===== src/hdl/dvbs2_defines.svh =====
`ifndef DVBS2_DEFINES_SVH
`define DVBS2_DEFINES_SVH

//////////////////////////////////////////////////////////////////////
// widths
//////////////////////////////////////////////////////////////////////

// mode word, frame size / pilot / modulation / ldpc rate
`define DVBS2_MODE_W 8
// bch payload length in bytes
`define DVBS2_KBCH_W 13
// pl frame length in fs_en ticks
`define DVBS2_PL_W 16

//////////////////////////////////////////////////////////////////////
// transport stream framing
//////////////////////////////////////////////////////////////////////

`define DVBS2_TS_PKT_LEN 8'd188
`define DVBS2_TS_SYNC 8'h47
// baseband header, taken off the bch payload to get the ts window
`define DVBS2_BBHDR_BYTES 10

//////////////////////////////////////////////////////////////////////
// apb register map, byte offsets
//////////////////////////////////////////////////////////////////////

`define DVBS2_REG_MODE 4'h0
`define DVBS2_REG_CTRL 4'h4
`define DVBS2_REG_FCNT 4'h8

`endif


===== src/hdl/dvbs2_pkg.sv =====
`include "dvbs2_defines.svh"

package dvbs2_pkg;

	// bch payload, bytes per frame
	typedef logic [`DVBS2_KBCH_W-1:0] kbch_len_t;

	// pl frame, fs_en ticks per frame
	typedef logic [`DVBS2_PL_W-1:0] pl_len_t;

	// fec side of the mode word
	// frame size on top, ldpc code index at the bottom
	typedef struct packed {
		logic       frame_short;
		logic [2:0] fec_rsvd;
		logic [3:0] ldpc_code;
	} fec_view_t;

	// pl side of the mode word
	// pl_key = {frame_short, pilot_on, modulation[1:0]}
	typedef struct packed {
		logic [3:0] pl_key;
		logic [3:0] pl_rsvd;
	} pl_view_t;

	// one register word, two decoders look at it differently
	typedef union packed {
		fec_view_t fec_view;
		pl_view_t  pl_view;
	} mode_word_u;

endpackage


===== src/hdl/apb_mode_regs.sv =====
`timescale 1ns/1ns
`include "dvbs2_defines.svh"

module apb_mode_regs (
	input  logic                  sys_clk,
	input  logic                  glb_rst_n,
	input  logic                  psel,
	input  logic                  penable,
	input  logic                  pwrite,
	input  logic [3:0]            paddr,
	input  logic [31:0]           pwdata,
	input  logic                  frame_start,
	output logic [31:0]           prdata,
	output logic                  pslverr,
	output dvbs2_pkg::mode_word_u mode_word,
	output logic                  run_en
);

	// access phase, zero wait states
	logic        access;
	// offset decodes to a register
	logic        addr_ok;
	logic [31:0] rd_word;
	logic [15:0] frame_cnt;
	// ctrl write that drops run_en, clears the frame count
	logic        stop_wr;

	assign access = psel & penable;
	assign stop_wr = access & pwrite & (paddr == `DVBS2_REG_CTRL) & ~pwdata[0];

	//////////////////////////////////////////////////////////////////////
	// address decode and read mux
	//////////////////////////////////////////////////////////////////////

	always_comb begin
		rd_word = '0;
		addr_ok = 1'b1;
		case (paddr)
			`DVBS2_REG_MODE: rd_word = {{(32-`DVBS2_MODE_W){1'b0}}, mode_word};
			`DVBS2_REG_CTRL: rd_word = {31'b0, run_en};
			`DVBS2_REG_FCNT: rd_word = {16'b0, frame_cnt};
			default:         addr_ok = 1'b0;
		endcase
	end

	// read data only in the access cycle of a read
	assign prdata = (access && !pwrite) ? rd_word : '0;

	// unmapped offset, or frame count is read only
	assign pslverr = access & (~addr_ok | (pwrite & (paddr == `DVBS2_REG_FCNT)));

	//////////////////////////////////////////////////////////////////////
	// mode and control registers
	//////////////////////////////////////////////////////////////////////

	always_ff @(posedge sys_clk or negedge glb_rst_n) begin
		if (!glb_rst_n) begin
			mode_word <= '0;
			run_en    <= 1'b0;
		end else if (access && pwrite) begin
			case (paddr)
				`DVBS2_REG_MODE: mode_word <= pwdata[`DVBS2_MODE_W-1:0];
				`DVBS2_REG_CTRL: run_en <= pwdata[0];
				default: ;
			endcase
		end
	end

	// frames since the last stop
	always_ff @(posedge sys_clk or negedge glb_rst_n) begin
		if (!glb_rst_n) begin
			frame_cnt <= '0;
		end else if (stop_wr) begin
			frame_cnt <= '0;
		end else if (frame_start) begin
			frame_cnt <= frame_cnt + 16'd1;
		end
	end

	// setup phase must come first, penable alone is a broken master
	ap_penable_needs_psel: assert property (
		@(posedge sys_clk) disable iff (!glb_rst_n)
		penable |-> psel
	);

endmodule


===== src/hdl/dvbs2_frame_timing_top.sv =====
`timescale 1ns/1ns

module dvbs2_frame_timing_top (
	input  logic        sys_clk,
	input  logic        glb_rst_n,
	// apb slave
	input  logic        psel,
	input  logic        penable,
	input  logic        pwrite,
	input  logic [3:0]  paddr,
	input  logic [31:0] pwdata,
	output logic [31:0] prdata,
	output logic        pslverr,
	// symbol rate enable
	input  logic        fs_en,
	// frame timing out
	output logic        frame_start,
	output logic        bb_frame_vld,
	// ts byte stream, no back-pressure
	output logic [7:0]  ts_byte,
	output logic        ts_valid,
	output logic        ts_head
);

	dvbs2_pkg::mode_word_u mode_word;
	logic                  run_en;
	dvbs2_pkg::kbch_len_t  kbch_len;
	dvbs2_pkg::kbch_len_t  ts_len;
	dvbs2_pkg::pl_len_t    pl_len;
	logic                  ts_rd_vld;

	// register block
	apb_mode_regs u_regs (
		.sys_clk     (sys_clk),
		.glb_rst_n   (glb_rst_n),
		.psel        (psel),
		.penable     (penable),
		.pwrite      (pwrite),
		.paddr       (paddr),
		.pwdata      (pwdata),
		.frame_start (frame_start),
		.prdata      (prdata),
		.pslverr     (pslverr),
		.mode_word   (mode_word),
		.run_en      (run_en)
	);

	// mode word to lengths
	frame_length_lut u_lut (
		.sys_clk   (sys_clk),
		.glb_rst_n (glb_rst_n),
		.mode_word (mode_word),
		.kbch_len  (kbch_len),
		.ts_len    (ts_len),
		.pl_len    (pl_len)
	);

	// frame phase and windows
	frame_phase_ctrl u_phase (
		.sys_clk      (sys_clk),
		.glb_rst_n    (glb_rst_n),
		.fs_en        (fs_en),
		.run_en       (run_en),
		.kbch_len     (kbch_len),
		.ts_len       (ts_len),
		.pl_len       (pl_len),
		.frame_start  (frame_start),
		.bb_frame_vld (bb_frame_vld),
		.ts_rd_vld    (ts_rd_vld)
	);

	// packet source behind the ts read window
	ts_packet_source u_ts (
		.sys_clk   (sys_clk),
		.glb_rst_n (glb_rst_n),
		.fs_en     (fs_en),
		.ts_rd_vld (ts_rd_vld),
		.ts_byte   (ts_byte),
		.ts_valid  (ts_valid),
		.ts_head   (ts_head)
	);

endmodule


===== src/hdl/frame_length_lut.sv =====
`timescale 1ns/1ns
`include "dvbs2_defines.svh"

module frame_length_lut (
	input  logic                  sys_clk,
	input  logic                  glb_rst_n,
	input  dvbs2_pkg::mode_word_u mode_word,
	output dvbs2_pkg::kbch_len_t  kbch_len,
	output dvbs2_pkg::kbch_len_t  ts_len,
	output dvbs2_pkg::pl_len_t    pl_len
);

	dvbs2_pkg::kbch_len_t kbch_nxt;
	dvbs2_pkg::kbch_len_t ts_nxt;
	dvbs2_pkg::pl_len_t   pl_nxt;

	//////////////////////////////////////////////////////////////////////
	// bch payload bytes, keyed by {frame_short, ldpc_code}
	//////////////////////////////////////////////////////////////////////

	always_comb begin
		case ({mode_word.fec_view.frame_short, mode_word.fec_view.ldpc_code})
			// normal frames, 64800 bit codeword
			5'h00: kbch_nxt = 13'd2001;
			5'h01: kbch_nxt = 13'd2676;
			5'h02: kbch_nxt = 13'd3216;
			5'h03: kbch_nxt = 13'd4026;
			5'h04: kbch_nxt = 13'd4836;
			5'h05: kbch_nxt = 13'd5380;
			5'h06: kbch_nxt = 13'd6051;
			5'h07: kbch_nxt = 13'd6456;
			5'h08: kbch_nxt = 13'd6730;
			5'h09: kbch_nxt = 13'd7184;
			5'h0a: kbch_nxt = 13'd7274;
			// short frames, 16200 bit codeword
			5'h10: kbch_nxt = 13'd384;
			5'h11: kbch_nxt = 13'd654;
			5'h12: kbch_nxt = 13'd789;
			5'h13: kbch_nxt = 13'd879;
			5'h14: kbch_nxt = 13'd1194;
			5'h15: kbch_nxt = 13'd1329;
			5'h16: kbch_nxt = 13'd1464;
			5'h17: kbch_nxt = 13'd1554;
			5'h18: kbch_nxt = 13'd1644;
			5'h19: kbch_nxt = 13'd1779;
			// no such code, windows stay shut
			default: kbch_nxt = 13'd0;
		endcase
	end

	// ts window is the payload minus the bb header
	assign ts_nxt = (kbch_nxt == '0) ? '0 :
		kbch_nxt - dvbs2_pkg::kbch_len_t'(`DVBS2_BBHDR_BYTES);

	//////////////////////////////////////////////////////////////////////
	// pl frame ticks, keyed by {frame_short, pilot_on, modulation}
	//////////////////////////////////////////////////////////////////////

	always_comb begin
		case (mode_word.pl_view.pl_key)
			// normal, no pilots: qpsk 8psk 16apsk 32apsk
			4'h0: pl_nxt = 16'd32490;
			4'h1: pl_nxt = 16'd21690;
			4'h2: pl_nxt = 16'd16290;
			4'h3: pl_nxt = 16'd13050;
			// normal, pilots on
			4'h4: pl_nxt = 16'd33282;
			4'h5: pl_nxt = 16'd22194;
			4'h6: pl_nxt = 16'd16686;
			4'h7: pl_nxt = 16'd13338;
			// short, no pilots
			4'h8: pl_nxt = 16'd8190;
			4'h9: pl_nxt = 16'd5490;
			4'ha: pl_nxt = 16'd4140;
			4'hb: pl_nxt = 16'd3330;
			// short, pilots on
			4'hc: pl_nxt = 16'd8370;
			4'hd: pl_nxt = 16'd5598;
			4'he: pl_nxt = 16'd4212;
			default: pl_nxt = 16'd3402;
		endcase
	end

	// one cycle behind the mode word
	always_ff @(posedge sys_clk or negedge glb_rst_n) begin
		if (!glb_rst_n) begin
			kbch_len <= '0;
			ts_len   <= '0;
			pl_len   <= '0;
		end else begin
			kbch_len <= kbch_nxt;
			ts_len   <= ts_nxt;
			pl_len   <= pl_nxt;
		end
	end

endmodule


===== src/hdl/frame_phase_ctrl.sv =====
`timescale 1ns/1ns
`include "dvbs2_defines.svh"

module frame_phase_ctrl (
	input  logic                 sys_clk,
	input  logic                 glb_rst_n,
	input  logic                 fs_en,
	input  logic                 run_en,
	input  dvbs2_pkg::kbch_len_t kbch_len,
	input  dvbs2_pkg::kbch_len_t ts_len,
	input  dvbs2_pkg::pl_len_t   pl_len,
	output logic                 frame_start,
	output logic                 bb_frame_vld,
	output logic                 ts_rd_vld
);

	localparam int PAD_W = `DVBS2_PL_W - `DVBS2_KBCH_W;

	// symbol phase inside the current frame
	dvbs2_pkg::pl_len_t   phase_q;
	dvbs2_pkg::pl_len_t   phase_inc;
	// lengths frozen for the running frame
	dvbs2_pkg::pl_len_t   len_q;
	dvbs2_pkg::kbch_len_t kbch_q;
	dvbs2_pkg::kbch_len_t ts_q;
	logic                 run_q;
	logic                 run_rise;
	logic                 wrap;

	assign run_rise  = run_en & ~run_q;
	assign phase_inc = phase_q + dvbs2_pkg::pl_len_t'(1);
	// >= so a zero length wraps every tick and relatches
	assign wrap      = (phase_inc >= len_q);

	//////////////////////////////////////////////////////////////////////
	// phase accumulator and windows
	// windows are updated with the phase, so on every fs_en tick they
	// describe the phase that tick advances from
	//////////////////////////////////////////////////////////////////////

	always_ff @(posedge sys_clk or negedge glb_rst_n) begin
		if (!glb_rst_n) begin
			run_q        <= 1'b0;
			phase_q      <= '0;
			len_q        <= '0;
			kbch_q       <= '0;
			ts_q         <= '0;
			frame_start  <= 1'b0;
			bb_frame_vld <= 1'b0;
			ts_rd_vld    <= 1'b0;
		end else begin
			run_q       <= run_en;
			frame_start <= 1'b0;
			if (!run_en) begin
				// idle, parked at phase 0
				phase_q      <= '0;
				bb_frame_vld <= 1'b0;
				ts_rd_vld    <= 1'b0;
			end else if (run_rise || (fs_en && wrap)) begin
				// frame boundary, pick up the new mode here only
				phase_q      <= '0;
				len_q        <= pl_len;
				kbch_q       <= kbch_len;
				ts_q         <= ts_len;
				frame_start  <= ~run_rise;
				bb_frame_vld <= 1'b0;
				ts_rd_vld    <= 1'b0;
			end else if (fs_en) begin
				phase_q      <= phase_inc;
				// phase_inc is never 0 here, lower bound is implied
				bb_frame_vld <= (phase_inc <= {{PAD_W{1'b0}}, kbch_q});
				ts_rd_vld    <= (phase_inc <= {{PAD_W{1'b0}}, ts_q});
			end
		end
	end

	// boundary relatch must keep the phase inside the frozen frame
	ap_phase_in_frame: assert property (
		@(posedge sys_clk) disable iff (!glb_rst_n)
		(len_q != '0) |-> (phase_q < len_q)
	);

endmodule


===== src/hdl/ts_packet_source.sv =====
`timescale 1ns/1ns
`include "dvbs2_defines.svh"

module ts_packet_source (
	input  logic       sys_clk,
	input  logic       glb_rst_n,
	input  logic       fs_en,
	input  logic       ts_rd_vld,
	output logic [7:0] ts_byte,
	output logic       ts_valid,
	output logic       ts_head
);

	// byte position inside the 188 byte packet
	logic [7:0] byte_idx;
	// packet number, also the payload pattern
	logic [7:0] pkt_cnt;
	// one byte read this cycle
	logic       rd_fire;
	logic       pkt_last;

	assign rd_fire  = fs_en & ts_rd_vld;
	assign pkt_last = (byte_idx == (`DVBS2_TS_PKT_LEN - 8'd1));

	// packet position runs on across frame boundaries
	always_ff @(posedge sys_clk or negedge glb_rst_n) begin
		if (!glb_rst_n) begin
			byte_idx <= '0;
			pkt_cnt  <= '0;
			ts_byte  <= '0;
			ts_valid <= 1'b0;
			ts_head  <= 1'b0;
		end else begin
			ts_valid <= rd_fire;
			ts_head  <= rd_fire & (byte_idx == 8'd0);
			if (rd_fire) begin
				// sync byte first, then the packet number
				ts_byte <= (byte_idx == 8'd0) ? `DVBS2_TS_SYNC : pkt_cnt;
				if (pkt_last) begin
					byte_idx <= '0;
					pkt_cnt  <= pkt_cnt + 8'd1;
				end else begin
					byte_idx <= byte_idx + 8'd1;
				end
			end
		end
	end

	// a head flag always rides on a valid sync byte
	ap_head_is_sync: assert property (
		@(posedge sys_clk) disable iff (!glb_rst_n)
		ts_head |-> (ts_valid && ts_byte == `DVBS2_TS_SYNC)
	);

endmodule


===== config.mk =====
export PLATFORM = sky130hd
export DESIGN_NAME = dvbs2_frame_timing_top
export DESIGN_NICKNAME = d
export VERILOG_FILES = /design/src/hdl/dvbs2_pkg.sv /design/src/hdl/apb_mode_regs.sv /design/src/hdl/dvbs2_frame_timing_top.sv /design/src/hdl/frame_length_lut.sv /design/src/hdl/frame_phase_ctrl.sv /design/src/hdl/ts_packet_source.sv
export VERILOG_INCLUDE_DIRS = /design/src /design/src/hdl
export SDC_FILE = /design/constraint.sdc
export NUM_CORES = 1
export LEC_CHECK = 0
export BUFFER_PORTS_ARGS = -buffer_cell sky130_fd_sc_hd__buf_2
export CAP_MARGIN = 30
export CORE_MARGIN = 3
export CORE_UTILIZATION = 40
export DETAILED_ROUTE_END_ITERATION = 10
export GPL_TIMING_DRIVEN = 1
export PLACE_DENSITY = 0.69
export SKIP_LAST_GASP = 1
export SLEW_MARGIN = 25
export SYNTH_ARGS = -nofsm -noshare
export SYNTH_HDL_FRONTEND = slang
export SYNTH_SLANG_ARGS = --single-unit

===== constraint.sdc =====
create_clock -name sys_clk -period 3.7 [get_ports sys_clk]
set_input_delay 0.74 -clock sys_clk [delete_from_list [all_inputs] [get_ports sys_clk]]
set_output_delay 0.74 -clock sys_clk [all_outputs]
set_load 0.02 [all_outputs]

==> out/qor.csv <==
metric,value,unit
Reg2Reg Depth,14,
first-pass GRT wire length,29930,um
NumNets Final,1007,
H-Tree Depth,4,
hold crit path type,in2async,
initial antenna violation count,0,
drt initial violations,351,
Power Dens Cells,588.8,nW/um^2
synth unique cells,72,
largest net degree at the start of global routing,67,
Routed WL,17560,um
Die ar.,23250,um^2
Die Height,152.5,um
sequential share of the synthesized area,44.61,%
Max Cap Viol,0,
Fill cells,1856,
Post-synth EDFFs,0,
DIE WIDTH,152.5,um
CTS buffer count,17,
"Clk Latency, worst-skew pair",0.42,ns
CP peak stage delay,0.45,ns
Fin. Hold Viols,0,
Worst Tran Pin Value,0.7734,ns
Post-Syn Area,8582,um^2
Routed WL per cell,14.78,um
RSZ-0062 raised after global routing,no,
post-route DRC violation count,0,
GPL Wtd Cong,0.8708,
Top Family by Delay on Critical Path,compound AO/OA/AOI/OAI gates,
"commonest non-fill, non-tap cell in the layout",dfrtp_1,
CP endpoint kind,register,
Seq cells post-synth,153,
setup TNS,0,ns
category of the most critical setup path,reg2reg,
clock transition at the registers of the reported paths,0.06,ns
critical path data required time,4.00,ns
launching point of the worst reg2reg path,u_phase.phase_q[0],
"Slowest-stage cell, CP",dfrtp_2,
CP Max Fanout,41,
vias in the first global route,5990,
CP Launch Type,register,
Slew HR,48.44,%
status,completed,
"Primary FF master, synth",dfrtp_1,
flop-to-flop setup slack,0.33,ns
max-slew violation count,0,
final hold slack,0.2841,ns
Area Growth Syn to Fin,14.21,%
final core utilization,47.52,%
leading area contributor after synthesis,dfrtp_1,
hpwl dp,12390,um
CP cell instances,ha_1 -> nand3_1 -> nor3_1 -> buf_4 -> nand4_1 -> xnor2_1 -> ha_1 -> nand2_1 -> o21ai_0 -> a21oi_1 -> a21boi_1 -> o21a_1 -> buf_12 -> mux2_2,
Final setup viols,0,
Total GRT Usage,15.44,%
FMAX,297.0,MHz
Worst Path Arrival,3.66,ns
Synth top area share,44.61,%
synthesized instance count,850,
clk sinks,153,
CTS root buffer,clkbuf_16,
layout cell share with drive strength beyond 1,18.08,%
Worst VDD drop,0.3485,mV
crit-path most repeated cell,ha_1,
crit path from,u_phase.phase_q[0],
ANT nets after route,0,
"Min Clock Period, post-route",3.367,ns
floorplan row count,52,
most frequent cells in the layout,"dfrtp_1, nor2_1, ha_1",
n_diodes,0,
multi-input logic area,4298,um^2
crit path buf inv count,2,
Lkg Pwr,4.661,nW
CTS Buffer Depth,2,
core area,20620,um^2
Starting Density,41.61,%
Port Buffer Count,46,
Synth async-reset ratio,100.0,%
Ys Warns,0,
via count,6204,
Layout Skew,0.009439,ns
Synth area leaders,"dfrtp_1, ha_1, mux2_2, nor2_1, inv_1",
Top-Level Pins,87,
DRT Pass-1 Iters,4,
Setup Buffers After CTS,0,
Sequential Area,3830,um^2
syn avg cell area,10.10,um^2
grt ovf,0,
Critical R2R Capture,u_phase.ts_q[5],
period utilization,90.99,%
TritonCTS clock tree,yes,
Avg Vias per Cell,5.222,
## cells in the mapped netlist (2+ instances only)
master and number:
dfrtp_1 153, nor2_1 68, inv_2 4, nand4b_1 2, nand4_1 20, and2_1 8, a22oi_1 11, nor3b_1 2
nor3_2 2, buf_1 2, mux2_1 10, o32ai_2 2, xor2_1 24, a31oi_1 9, o21a_1 3, o211ai_1 3
o21ai_0 44, and4_1 2, a211oi_1 7, xnor2_1 21, o31ai_1 7, a21oi_2 3, a21o_1 8, nor2b_1 9
o21bai_1 4, o22a_1 4, or3_1 5, o211a_1 2, nand2_1 55, a21oi_1 36, clkbuf_1 14, a221oi_1 3
nor3_1 10, buf_2 15, and3_1 18, buf_4 18, inv_1 59, nor4_1 6, ha_1 60, nand3_1 18
a211o_1 2, mux2_2 40, mux2i_1 7, a22o_1 10, nand2b_1 13
## worst reg2reg max path, delay by kind of cell (launching register included)
| family | cells | cell delay, ns |
|---|---|---|
| buffers and inverters | 2 | 0.42 |
| and+or+nand+nor | 4 | 0.45 |
| xor gates and xnor gates | 1 | 0.18 |
| AOI/OAI and AO/OA | 4 | 0.78 |
| DFF | 1 | 0.45 |
| adders and majority gates | 2 | 0.58 |
| muxes | 1 | 0.38 |
## cell type report
class | count | area share [%]
multi-input cells | 599 | 43.85
flip-flops and latches | 153 | 39.07
repair buffers | 71 | 4.583
clock buffers | 19 | 4.417
well taps | 270 | 3.447
inverters | 63 | 2.413
clock inverters | 13 | 2.221
## per-stage QoR
step | power, mW | cell area [um^2] | std cells | worst slack, ns
finish | 5.771 | 9802 | 1188 | 0.3333
global placement | 3.823 | 9144 | 1156 | 0.3004
global route | 6.157 | 9802 | 1188 | 0.01752
floorplan | 3.491 | 8638 | 865 | 0.5003
detailed placement | 3.878 | 9144 | 1156 | 0.2252
CTS | 5.825 | 9794 | 1188 | 0.1923
## what timing repair did
action / CTS / global route
setup endpoints to repair: 0 / 51
gates resized for setup: 0 / 4
hold buffers: 0 / 0
## sequential cells by signal, indices dropped and copies added (netlist names), 8 cells and up
signal            cells
u_ts.byte_idx         8
u_phase.phase_q      16
u_lut.kbch_len       13
u_lut.pl_len         15
u_phase.kbch_q       13
u_ts.pkt_cnt          8
u_regs.frame_cnt     16
u_phase.len_q        15
u_regs.mode_word      8
u_phase.ts_q         13
u_lut.ts_len         13
u_ts.ts_byte          8
## kinds of logic after synthesis
kind of cell             after synthesis  synth area share [%]
buffers and inverters                113                 6.036
other                                  1               0.04370
multiplexers                          59                 7.815
adder cells (fa/ha/maj)               60                 8.748
AND/OR/NAND/NOR                      249                 14.91
XOR/XNOR                              45                 4.593
flip-flops                           153                 44.61
AO/OA/AOI/OAI                        170                 13.24
## how the worst max path moves through the flow
stage	slack [ns]	endpoint	depth (start not counted)
after detailed placement	0.23	u_phase.phase_q[11]	14
final	0.33	u_phase.ts_q[5]	14
after global routing	0.02	u_phase.ts_q[5]	14
after floorplan	0.50	u_phase.kbch_q[11]	13
after global placement	0.30	u_phase.phase_q[11]	14
after CTS	0.19	u_phase.phase_q[7]	14
## power by group
group | total, mW | internal [mW] | leakage [nW] | switching, mW
Combinational | 1.53 | 0.688 | 2.44 | 0.840
Clock | 1.90 | 1.21 | 0.314 | 0.690
Sequential | 2.35 | 2.08 | 1.91 | 0.264
Total | 5.77 | 3.98 | 4.66 | 1.79
## metal layers
layer / global-route usage, % / share of wire (%) / wire [um] / up-vias
met1: 21.35 / 48 / 8426 / 2995
li1: - / - / - / 3062
met4: 4.794 / 1.3 / 233 / 0
met2: 24.58 / 47 / 8295 / 130
met5: 0 / 0 / 0 / -
met3: 3.181 / 3.4 / 602 / 17
Note: power is estimated with default switching activity, not from simulation.
